### src/pim_aes_pkg.sv
// shared widths and phase codes; the row code holds group/4, so at most 12 groups fit
package pim_aes_pkg;

    // ------------------------------
    // datapath widths and counts
    // ------------------------------
    localparam int state_w  = 128;
    localparam int slice_w  = 16;
    localparam int n_beats  = 8;
    localparam int byte_cnt = 16;

    // array address fields, one pair per byte lane
    localparam int demux_w = 3;
    localparam int row_w   = 6;

    // ------------------------------
    // sequencer phases
    // ------------------------------
    typedef enum logic [2:0] {
        IDLE   = 3'd0,
        WRITE  = 3'd1,
        LOOKUP = 3'd2,
        DONE   = 3'd3
    } phase_t;

    // slice index within a group
    typedef logic [2:0] beat_t;
    // round group index, 0 .. n_rounds
    typedef logic [3:0] group_t;

endpackage

### src/bit_plane_gather.sv
// bit-plane collector; gathered forwards the planes of the current rd_done cycle when sample is high
`timescale 1ns/1ps

module bit_plane_gather (
    input  logic                            CLK,
    input  logic                            rst,
    input  logic                            sample,
    input  pim_aes_pkg::beat_t              beat,
    input  logic [pim_aes_pkg::state_w-1:0] rio,
    output logic [pim_aes_pkg::state_w-1:0] gathered
);
    import pim_aes_pkg::*;

    logic [7:0] byte_q [byte_cnt];
    logic [7:0] plane_lo;
    logic [7:0] plane_hi;
    logic [3:0] lo_idx;
    logic [3:0] hi_idx;

    // ------------------------------
    // plane extraction
    // ------------------------------
    // beat k carries bit 7-k of every returned byte
    always_comb begin
        for (int i = 0; i < 8; i++) begin
            plane_lo[i] = rio[(byte_cnt - 1 - i) * 8 + (7 - int'(beat))];
            plane_hi[i] = rio[(byte_cnt - 9 - i) * 8 + (7 - int'(beat))];
        end
    end

    assign lo_idx = {beat, 1'b0};
    assign hi_idx = {beat, 1'b1};

    always_ff @(posedge CLK or posedge rst) begin
        if (rst) begin
            for (int j = 0; j < byte_cnt; j++) begin
                byte_q[j] <= '0;
            end
        end else if (sample) begin
            byte_q[lo_idx] <= plane_lo;
            byte_q[hi_idx] <= plane_hi;
        end
    end

    // ------------------------------
    // output view
    // ------------------------------
    // bypass lets the finish edge see bytes 14 and 15 of the last beat
    always_comb begin
        for (int j = 0; j < byte_cnt; j++) begin
            gathered[(byte_cnt - 1 - j) * 8 +: 8] = byte_q[j];
        end
        if (sample) begin
            gathered[(byte_cnt - 1 - int'(lo_idx)) * 8 +: 8] = plane_lo;
            gathered[(byte_cnt - 1 - int'(hi_idx)) * 8 +: 8] = plane_hi;
        end
    end

endmodule

### src/lookup_addresser.sv
// array address driver and result register; keys sit at row group/4, demux 7-(group mod 4)
`timescale 1ns/1ps

module lookup_addresser #(
    parameter int n_rounds = 10
) (
    input  logic                                                  CLK,
    input  logic                                                  rst,
    input  pim_aes_pkg::phase_t                                   phase,
    input  pim_aes_pkg::group_t                                   group,
    input  logic [pim_aes_pkg::state_w-1:0]                       gathered,
    input  logic                                                  finish,
    output logic [pim_aes_pkg::byte_cnt*pim_aes_pkg::demux_w-1:0] demux_addr,
    output logic [pim_aes_pkg::byte_cnt*pim_aes_pkg::row_w-1:0]   rwl_addr,
    output logic [pim_aes_pkg::state_w-1:0]                       dout,
    output logic                                                  valid
);
    import pim_aes_pkg::*;

    logic [demux_w-1:0] key_demux;
    logic [row_w-1:0]   key_row;
    logic [7:0]         lk_byte;

    // key slot of the current group, n_rounds+1 keys stored
    assign key_demux = 3'd7 - {1'b0, group[1:0]};
    assign key_row   = row_w'(group[3:2]);

    // ------------------------------
    // address fields, field 0 on top
    // ------------------------------
    always_comb begin
        demux_addr = '0;
        rwl_addr   = '0;
        lk_byte    = '0;
        for (int j = 0; j < byte_cnt; j++) begin
            lk_byte = gathered[(byte_cnt - 1 - j) * 8 +: 8];
            case (phase)
                WRITE: begin
                    demux_addr[(byte_cnt - 1 - j) * demux_w +: demux_w] = key_demux;
                    rwl_addr[(byte_cnt - 1 - j) * row_w +: row_w]       = key_row;
                end
                LOOKUP: begin
                    // table split over demux 0..3, 64 rows each
                    demux_addr[(byte_cnt - 1 - j) * demux_w +: demux_w] = {1'b0, lk_byte[7:6]};
                    rwl_addr[(byte_cnt - 1 - j) * row_w +: row_w]       = lk_byte[5:0];
                end
                default: begin
                end
            endcase
        end
    end

    // result of the final key add
    always_ff @(posedge CLK or posedge rst) begin
        if (rst) begin
            dout  <= '0;
            valid <= 1'b0;
        end else begin
            valid <= finish;
            if (finish) begin
                dout <= gathered;
            end
        end
    end

endmodule

### src/pim_aes_ctrl.sv
// PIM AES controller top; n_rounds must be 1..11 and the array must answer every io_en once
`timescale 1ns/1ps

module pim_aes_ctrl #(
    parameter int n_rounds = 10
) (
    input  logic                                                  CLK,
    input  logic                                                  rst,
    input  logic                                                  start,
    input  logic [pim_aes_pkg::state_w-1:0]                       din,
    input  logic                                                  rd_done,
    input  logic [pim_aes_pkg::state_w-1:0]                       rio,
    output logic [pim_aes_pkg::state_w-1:0]                       dout,
    output logic                                                  valid,
    output logic                                                  busy,
    output logic                                                  io_en,
    output logic [pim_aes_pkg::slice_w-1:0]                       in_slice,
    output logic                                                  sel_ad0,
    output logic [pim_aes_pkg::byte_cnt*pim_aes_pkg::demux_w-1:0] demux_addr,
    output logic [pim_aes_pkg::byte_cnt*pim_aes_pkg::row_w-1:0]   rwl_addr
);
    import pim_aes_pkg::*;

    phase_t               phase;
    beat_t                beat;
    group_t               group;
    logic                 load_din;
    logic                 sample;
    logic                 load_lookup;
    logic                 finish;
    logic [state_w-1:0]   gathered;

    // phase, counters and the request pulse
    round_sequencer #(.n_rounds(n_rounds)) i_seq (
        .CLK(CLK), .rst(rst), .start(start), .rd_done(rd_done),
        .phase(phase), .beat(beat), .group(group),
        .load_din(load_din), .sample(sample), .load_lookup(load_lookup),
        .finish(finish), .busy(busy), .io_en(io_en), .sel_ad0(sel_ad0)
    );

    // producer, holds the round state
    slice_streamer i_stream (
        .CLK(CLK), .rst(rst), .load_din(load_din), .load_lookup(load_lookup),
        .din(din), .rio(rio), .phase(phase), .beat(beat),
        .in_slice(in_slice)
    );

    // key-added bytes rebuilt from bit planes
    bit_plane_gather i_gather (
        .CLK(CLK), .rst(rst), .sample(sample), .beat(beat), .rio(rio),
        .gathered(gathered)
    );

    // consumer, address outputs and result
    lookup_addresser #(.n_rounds(n_rounds)) i_addr (
        .CLK(CLK), .rst(rst), .phase(phase), .group(group),
        .gathered(gathered), .finish(finish),
        .demux_addr(demux_addr), .rwl_addr(rwl_addr), .dout(dout), .valid(valid)
    );

endmodule

### src/round_sequencer.sv
// phase FSM for the array handshake; expects exactly one rd_done per io_en, never in the same cycle
`timescale 1ns/1ps

module round_sequencer #(
    parameter int n_rounds = 10
) (
    input  logic                CLK,
    input  logic                rst,
    input  logic                start,
    input  logic                rd_done,
    output pim_aes_pkg::phase_t phase,
    output pim_aes_pkg::beat_t  beat,
    output pim_aes_pkg::group_t group,
    output logic                load_din,
    output logic                sample,
    output logic                load_lookup,
    output logic                finish,
    output logic                busy,
    output logic                io_en,
    output logic                sel_ad0
);
    import pim_aes_pkg::*;

    phase_t prev_phase;
    logic   last_beat;
    logic   last_group;
    logic   entered;

    assign last_beat  = (beat == beat_t'(n_beats - 1));
    assign last_group = (group == group_t'(n_rounds));

    // strobes to the datapath blocks
    assign load_din    = (phase == IDLE) && start;
    assign sample      = (phase == WRITE) && rd_done;
    assign load_lookup = (phase == LOOKUP) && rd_done;
    assign finish      = sample && last_beat && last_group;

    assign busy    = (phase != IDLE);
    assign sel_ad0 = (phase == WRITE);

    // first cycle spent in a transaction phase
    assign entered = (phase != prev_phase) && ((phase == WRITE) || (phase == LOOKUP));

    // ------------------------------
    // phase and counters
    // ------------------------------
    always_ff @(posedge CLK or posedge rst) begin
        if (rst) begin
            phase <= IDLE;
            beat  <= '0;
            group <= '0;
        end else begin
            case (phase)
                IDLE: begin
                    if (start) begin
                        phase <= WRITE;
                        beat  <= '0;
                        group <= '0;
                    end
                end
                WRITE: begin
                    if (rd_done) begin
                        if (last_beat) begin
                            beat  <= '0;
                            // no lookup after the last key add
                            phase <= last_group ? DONE : LOOKUP;
                        end else begin
                            beat <= beat + 1'b1;
                        end
                    end
                end
                LOOKUP: begin
                    if (rd_done) begin
                        group <= group + 1'b1;
                        phase <= WRITE;
                    end
                end
                default: begin
                    phase <= IDLE;
                end
            endcase
        end
    end

    // ------------------------------
    // request pulse
    // ------------------------------
    // one pulse on phase entry, and one after every non-final write beat
    always_ff @(posedge CLK or posedge rst) begin
        if (rst) begin
            io_en      <= 1'b0;
            prev_phase <= IDLE;
        end else begin
            io_en      <= entered || (sample && !last_beat);
            prev_phase <= phase;
        end
    end

endmodule

### src/slice_streamer.sv
// round state holder; in_slice is only meaningful while the phase is WRITE, zero otherwise
`timescale 1ns/1ps

module slice_streamer (
    input  logic                            CLK,
    input  logic                            rst,
    input  logic                            load_din,
    input  logic                            load_lookup,
    input  logic [pim_aes_pkg::state_w-1:0] din,
    input  logic [pim_aes_pkg::state_w-1:0] rio,
    input  pim_aes_pkg::phase_t             phase,
    input  pim_aes_pkg::beat_t              beat,
    output logic [pim_aes_pkg::slice_w-1:0] in_slice
);
    import pim_aes_pkg::*;

    logic [state_w-1:0] state_q;
    logic [6:0]         slice_lsb;

    // new run takes din, a finished lookup takes the looked-up bytes
    always_ff @(posedge CLK or posedge rst) begin
        if (rst) begin
            state_q <= '0;
        end else if (load_din) begin
            state_q <= din;
        end else if (load_lookup) begin
            state_q <= rio;
        end
    end

    // beat 0 is the most significant slice
    assign slice_lsb = 7'((n_beats - 1 - int'(beat)) * slice_w);

    assign in_slice = (phase == WRITE) ? state_q[slice_lsb +: slice_w] : '0;

endmodule

### config.mk
export PLATFORM = sky130hd
export DESIGN_NAME = pim_aes_ctrl
export DESIGN_NICKNAME = d
export VERILOG_FILES = /design/src/pim_aes_pkg.sv /design/src/bit_plane_gather.sv /design/src/lookup_addresser.sv /design/src/pim_aes_ctrl.sv /design/src/round_sequencer.sv /design/src/slice_streamer.sv
export SDC_FILE = /design/constraint.sdc
export NUM_CORES = 1
export LEC_CHECK = 0
export ABC_AREA = 0
export CAP_MARGIN = 20
export CORE_AREA = 2 2 218 220
export CTS_CLUSTER_SIZE = 40
export DETAILED_ROUTE_END_ITERATION = 6
export DIE_AREA = 0 0 220 222
export DONT_BUFFER_PORTS = 1
export GPL_TIMING_DRIVEN = 0
export PLACE_DENSITY = 0.67
export SLEW_MARGIN = 40
export SYNTH_ARGS = -nofsm -noshare
export SYNTH_HDL_FRONTEND = slang
export SYNTH_SLANG_ARGS = --single-unit
### constraint.sdc
create_clock -name CLK -period 36.1 [get_ports CLK]
set_clock_uncertainty 0.1 [all_clocks]
set_input_delay 3.61 -clock CLK [delete_from_list [all_inputs] [get_ports CLK]]
set_output_delay 3.61 -clock CLK [all_outputs]
set_load 0.01 [all_outputs]
-- Word-level counts from Yosys, hierarchy flattened
Cells that the tools add are included.
- output and inout bits: 292
- memory bits (read-only): 0
- logic and storage cells: 208
- bits in writable memories: 0
- memories: 0
- bits of input ports: 260
- register bits after elaboration: 399
- latch bits: 0
- div/mod/pow operators: 0
- magnitude comparators: 20
- multiplexer cells: 105
- reductions and logical operators: 20
- $add $sub $neg: 23
- multiply operators: 0
- shift-type cells: 5
- equality and inequality tests: 9
- bitwise logic cells: 2
- operators by type and width (kind ; number):
    128-bit bitwise mux ; 4
    32-bit by 9-bit less-than comparator with 1-bit output (second input constant) ; 15
    128-bit two-way mux ; 3
    8-bit by 33-bit variable shift with 128-bit output (first input constant) ; 2
    8-bit by 33-bit indexed part select with 128-bit output ; 2
    6-bit one-hot mux with 2 select lines ; 16
    128-bit by 8-bit indexed part select with 16-bit output ; 1
    1-bit binary-select mux with 7-bit select ; 16
    3-bit one-hot mux with 2 select lines ; 17
    8-bit by 4-bit adder with 9-bit output (first input constant) ; 8
    32-bit negator with 33-bit output ; 2
    8-bit demux with 4-bit select ; 2
    1-bit two-way mux ; 33
    7-bit by 4-bit adder with 8-bit output (first input constant) ; 4
    3-bit two-way mux ; 7
    16-bit two-way mux ; 1
    8-bit two-way mux ; 2
    6-bit by 4-bit adder with 7-bit output (first input constant) ; 2
    5-bit greater-or-equal comparator (second input constant) ; 2
    5-bit by 1-bit less-than comparator with 1-bit output (second input constant) ; 2
    4-bit NOT with 5-bit output ; 2
    4-bit by 4-bit subtractor with 5-bit output (first input constant) ; 2
    1-bit logical AND ; 9
    4-bit by 9-bit less-than comparator with 1-bit output (second input constant) ; 1
    22 further kinds ; 29

-- Depth between registers and ports, before layout
- word-level depth: 10
- gate-level depth with buffers: 11
- mapped depth without buffers: 7

-- By module
A second synthesis with hierarchy kept.
- cell total of the unflattened synthesis: 2138
- area total of the unflattened synthesis: 21808.4 µm²
- by module, submodules not included (module ; sequential area each (µm²) ; instances ; cells each ; area each (µm²)):
    bit_plane_gather ; 3203.1 ; 1 ; 927 ; 7902.6
    slice_streamer ; 3203.1 ; 1 ; 615 ; 6825.3
    lookup_addresser ; 3228.1 ; 1 ; 510 ; 6246.0
    round_sequencer ; 300.3 ; 1 ; 86 ; 834.6

-- Worst setup path before layout
No wires, ideal clock.
- kind: input to output
- from: input rd_done
- to: output demux_addr[21] in the netlist's numbering
- path buffers: 2
- setup slack: 27.421 ns
- arrival time: 4.969 ns
- stages on the path: 6
- data required time: 32.390 ns
- cell sequence: buf_2 -> clkbuf_1 -> nand3_1 -> nor3_2 -> nand2_1 -> o21ai_0
- cells in the longest elaborated chain, start to end: 3
- RTL lines (element ; RTL line ; source):
    from (decl) ; pim_aes_ctrl.sv:11 ; input logic rd_done,
    1-bit logical AND ; round_sequencer.sv:34 ; assign sample = (phase == WRITE) && rd_done;
    128-bit two-way mux ; bit_plane_gather.sv:53 ; if (sample) begin
    3-bit one-hot mux with 2 select lines ; lookup_addresser.sv:37 ; case (phase)
    to (decl) ; pim_aes_ctrl.sv:19 ; output logic [pim_aes_pkg::byte_cnt*pim_aes_pkg::demux_w-1:0] demux_addr,
Every way passes these cells.

-- Worst setup path after layout
- from: input rd_done
- to: output rwl_addr[45] in the netlist's numbering
- cells in the longest elaborated chain, start to end: 3
- RTL lines (element ; RTL line ; source):
    1-bit logical AND ; round_sequencer.sv:34 ;
    128-bit two-way mux ; bit_plane_gather.sv:53 ;
    6-bit one-hot mux with 2 select lines ; lookup_addresser.sv:37 ;
    to (decl) ; pim_aes_ctrl.sv:20 ; output logic [pim_aes_pkg::byte_cnt*pim_aes_pkg::row_w-1:0] rwl_addr
Every way passes these cells.

==> results.toml <==
[sta]
fin_crit_ns = 9.62
worst_pin_slew_ns = 0.913
setup_viol = 0
rsz0062_at_grt = "false"
drv_slew = 0
fin_crit_sh = 0.267
timing.fmax_mhz = 104
fin_setup_tns_ns = 0
relSlewSlack = 0.386
finalHoldViolations = 0

[placement]
dp.cells = 2868
place.gp.congestion = 0.972
portBuffers = 0
dpl.hpwl_um = 79100
placed_area_um2 = 21900

[clock_tree]
ctsHoldBuffers = 0
clockRootBuffer = "clkbuf_16"
cts_tree = "done"
post-cts-setup-buffers = 0
cts_num_sinks = 397
insertion_delay_ns = 0.61
path_clk_slew_ns = 0.06
clk_path_buf_depth = 3
cts_buffers = 45
cts_resized = 0
cts_max_level = 2

[worst_setup_path]
worstPathRequired_ns = 32.39
crit_fanout = 10
cp.arrival_ns = 5.91
rr_worst_depth = 11
crit_type = "input port to output pin"
crit_path_end_kind = "output pin"
worst_setup_path_start_kind = "input port"

[final_layout]
area_growth_pct = 11.7
final-seq-area_um2 = 9930
nFillCells = 4385
fin_cells = 2951
drive_above_1_share = 0.122
finish.instance_area_um2 = 23400
finalNetCount = 2582
multi_input_area_um2 = 9940

[global_route]
antenna_found_initial = 4
grt_pass1_vias = 19100
grtUsageTotal = 0.410
grt_overflow = 0
grt_max_degree = 78
grt_pass1_wl_um = 143000

[floorplan]
fp-row-count = 79
dieArea_um2 = 48800
die_x_um = 220
core_um2 = 46300
io_pins = 552
fp.dieH_um = 222
start_util = 0.452

[synthesis]
synth_warnings = 0
yosysSeqAreaShare = 0.475
avgSynthCellArea_um2 = 9.28
postSynthCellCount = 2255
syn-cell-area_um2 = 20900
synth_edf_count = 0
ys_async_sr_fraction = 1.00
synth_nets = 2528
ys_dominant_reg_cell = "dfrtp_1"
ys_ff_latch = 397
yosysUniqueCellTypes = 87

[worst_hold_path]
hold_class = "flip-flop to flip-flop"
hold_depth = 2

[power_and_ir_drop]
p_total_mw = 1.97
ir_worst_vdd_mv = 0.0449
power_leakage_nw = 10.8
p_per_area_nw_per_um2 = 84.3

[drt]
drcViolationCount = 0
dr.first_iter.drc_count = 2431
vias_per_cell = 6.67
firstDrtPassIters = 6
ant_nets = 0
vias = 19700
drt-total-wl_um = 102000
wl_per_cell_um = 34.6

[run_status]
status = "complete, no violations"

[run]
maxCapViolCount = 0
-- path summary, 6_finish.rpt --
check                                          from              endpoint  slack [ns]
worst min-delay path            i_gather.byte_q[69]   i_gather.byte_q[69]        0.39
worst max register to register       i_seq.phase[1]       i_addr.dout[35]       32.29
worst min register to register  i_gather.byte_q[69]   i_gather.byte_q[69]        0.39
max in group asynchronous                       rst  i_stream.state_q[86]       31.54
worst max-delay path                        rd_done          rwl_addr[45]       26.48
min in group asynchronous                       rst       i_addr.dout[19]        2.79
-- state kept, by name (all words and copies together) (netlist names) --
signal and count:
i_seq.prev_phase 2, i_seq.phase 2, i_seq.io_en 1, i_seq.beat 3, i_addr.valid 1, i_seq.group 4
i_addr.dout 128, i_gather.byte_q 128, i_stream.state_q 128
-- layout by cell type (no fill, tap or decap), types with 6 or more instances in the layout --
| cell type | count |
|---|---|
| dfrtp_1 | 397 |
| nand2b_1 | 7 |
| a21oi_2 | 14 |
| o21ai_0 | 289 |
| mux4_2 | 10 |
| buf_1 | 6 |
| o21a_1 | 11 |
| and2_1 | 13 |
| and3_1 | 6 |
| clkbuf_16 | 46 |
| buf_6 | 16 |
| nor3_2 | 7 |
| nor2_2 | 6 |
| o22ai_1 | 32 |
| ha_1 | 13 |
| mux2_2 | 17 |
| o21ai_1 | 38 |
| nor2_1 | 151 |
| clkbuf_1 | 88 |
| nand3_1 | 22 |
| a221oi_1 | 13 |
| a211oi_1 | 8 |
| a22oi_1 | 47 |
| buf_4 | 29 |
| a211oi_2 | 6 |
| a221o_1 | 8 |
| o2bb2ai_1 | 11 |
| a21boi_0 | 8 |
| inv_1 | 8 |
| buf_2 | 66 |
| mux2i_1 | 192 |
| nand2_1 | 413 |
| a22o_1 | 10 |
| a21oi_1 | 195 |
| clkbuf_8 | 6 |
-- through the flow --
step	setup slack, ns	utilization	hold WS, ns
2_1_floorplan	21.35	-	0.336
3_3_place_gp	16.82	0.469	0.374
3_5_place_dp	26.62	0.473	0.375
4_1_cts	26.61	0.505	0.390
5_1_grt	26.34	0.505	0.412
6_report	26.48	0.505	0.388
-- cell families (layout without fill, tap and decap cells) --
logic type,after synthesis,after routing,synth area share
AO/OA/AOI/OAI,735,735,0.208
XOR/XNOR,2,2,0.000837
adder cells (fa/ha/maj),13,13,0.00777
buffers and inverters,206,293,0.0534
flip-flops,397,397,0.475
multiplexers,220,220,0.112
other,0,2,0
AND/OR/NAND/NOR,682,682,0.143
-- cell type report --
class                           count  area share
Inverter                           11     0.00209
Buffer                            195      0.0462
Tap cell                          607      0.0325
Clock inverter                     12     0.00754
Multi-Input combinational cell   1652       0.425
Timing Repair Buffer                7     0.00631
Sequential cell                   397       0.425
Antenna cell                        2    0.000214
Clock buffer                       68      0.0553
-- power breakdown --
group          leakage, nW  internal [mW]  switching [mW]  total (mW)
combinational         4.92          0.240           0.563       0.803
clock                0.705          0.270           0.202       0.472
sequential            5.21          0.571           0.126       0.697
total                 10.8           1.08           0.890        1.97
-- synthesized netlist by cell type (8+ instances only) --
cell type    n  area [um^2]
nand3_1     22          110
inv_1        9         33.8
o2bb2ai_1   11         96.3
a21oi_2     14          123
o21a_1      11         82.6
buf_2       64          320
a221o_1      8         80.1
o21ai_0    290         1450
clkbuf_1    76          285
nor2_1     153          574
buf_6       16          180
a221oi_1    13          114
and2_1      13         81.3
nand2_1    413         1550
o22ai_1     32          200
buf_4       29          218
a21oi_1    195          976
a22o_1      10         87.6
dfrtp_1    397         9930
mux4_2      10          225
ha_1        13          163
a211oi_1    10         75.1
a22oi_1     47          353
a21boi_0     8         60.1
mux2_2      17          191
o21ai_1     37          185
mux2i_1    192         1920
-- worst max-delay path: stages --
cell and delay, ns:
buf_2 0.20, clkbuf_1 0.44, nand3_1 0.27, nor3_2 0.52, nand2_1 0.31, o21ai_0 0.55
-- layer usage --
| metal | vias to the layer above | wire length [um] | part of all wire | GRT usage |
|---|---|---|---|---|
| met5 | - | 24 | 0.00023 | 0 |
| met3 | 343 | 11400 | 0.11 | 0.114 |
| met2 | 1489 | 47100 | 0.46 | 0.655 |
| met1 | 9754 | 36700 | 0.36 | 0.498 |
| li1 | 8090 | - | - | - |
| met4 | 4 | 7050 | 0.069 | 0.228 |
No activity file was read; power rests on OpenSTA's default activity.
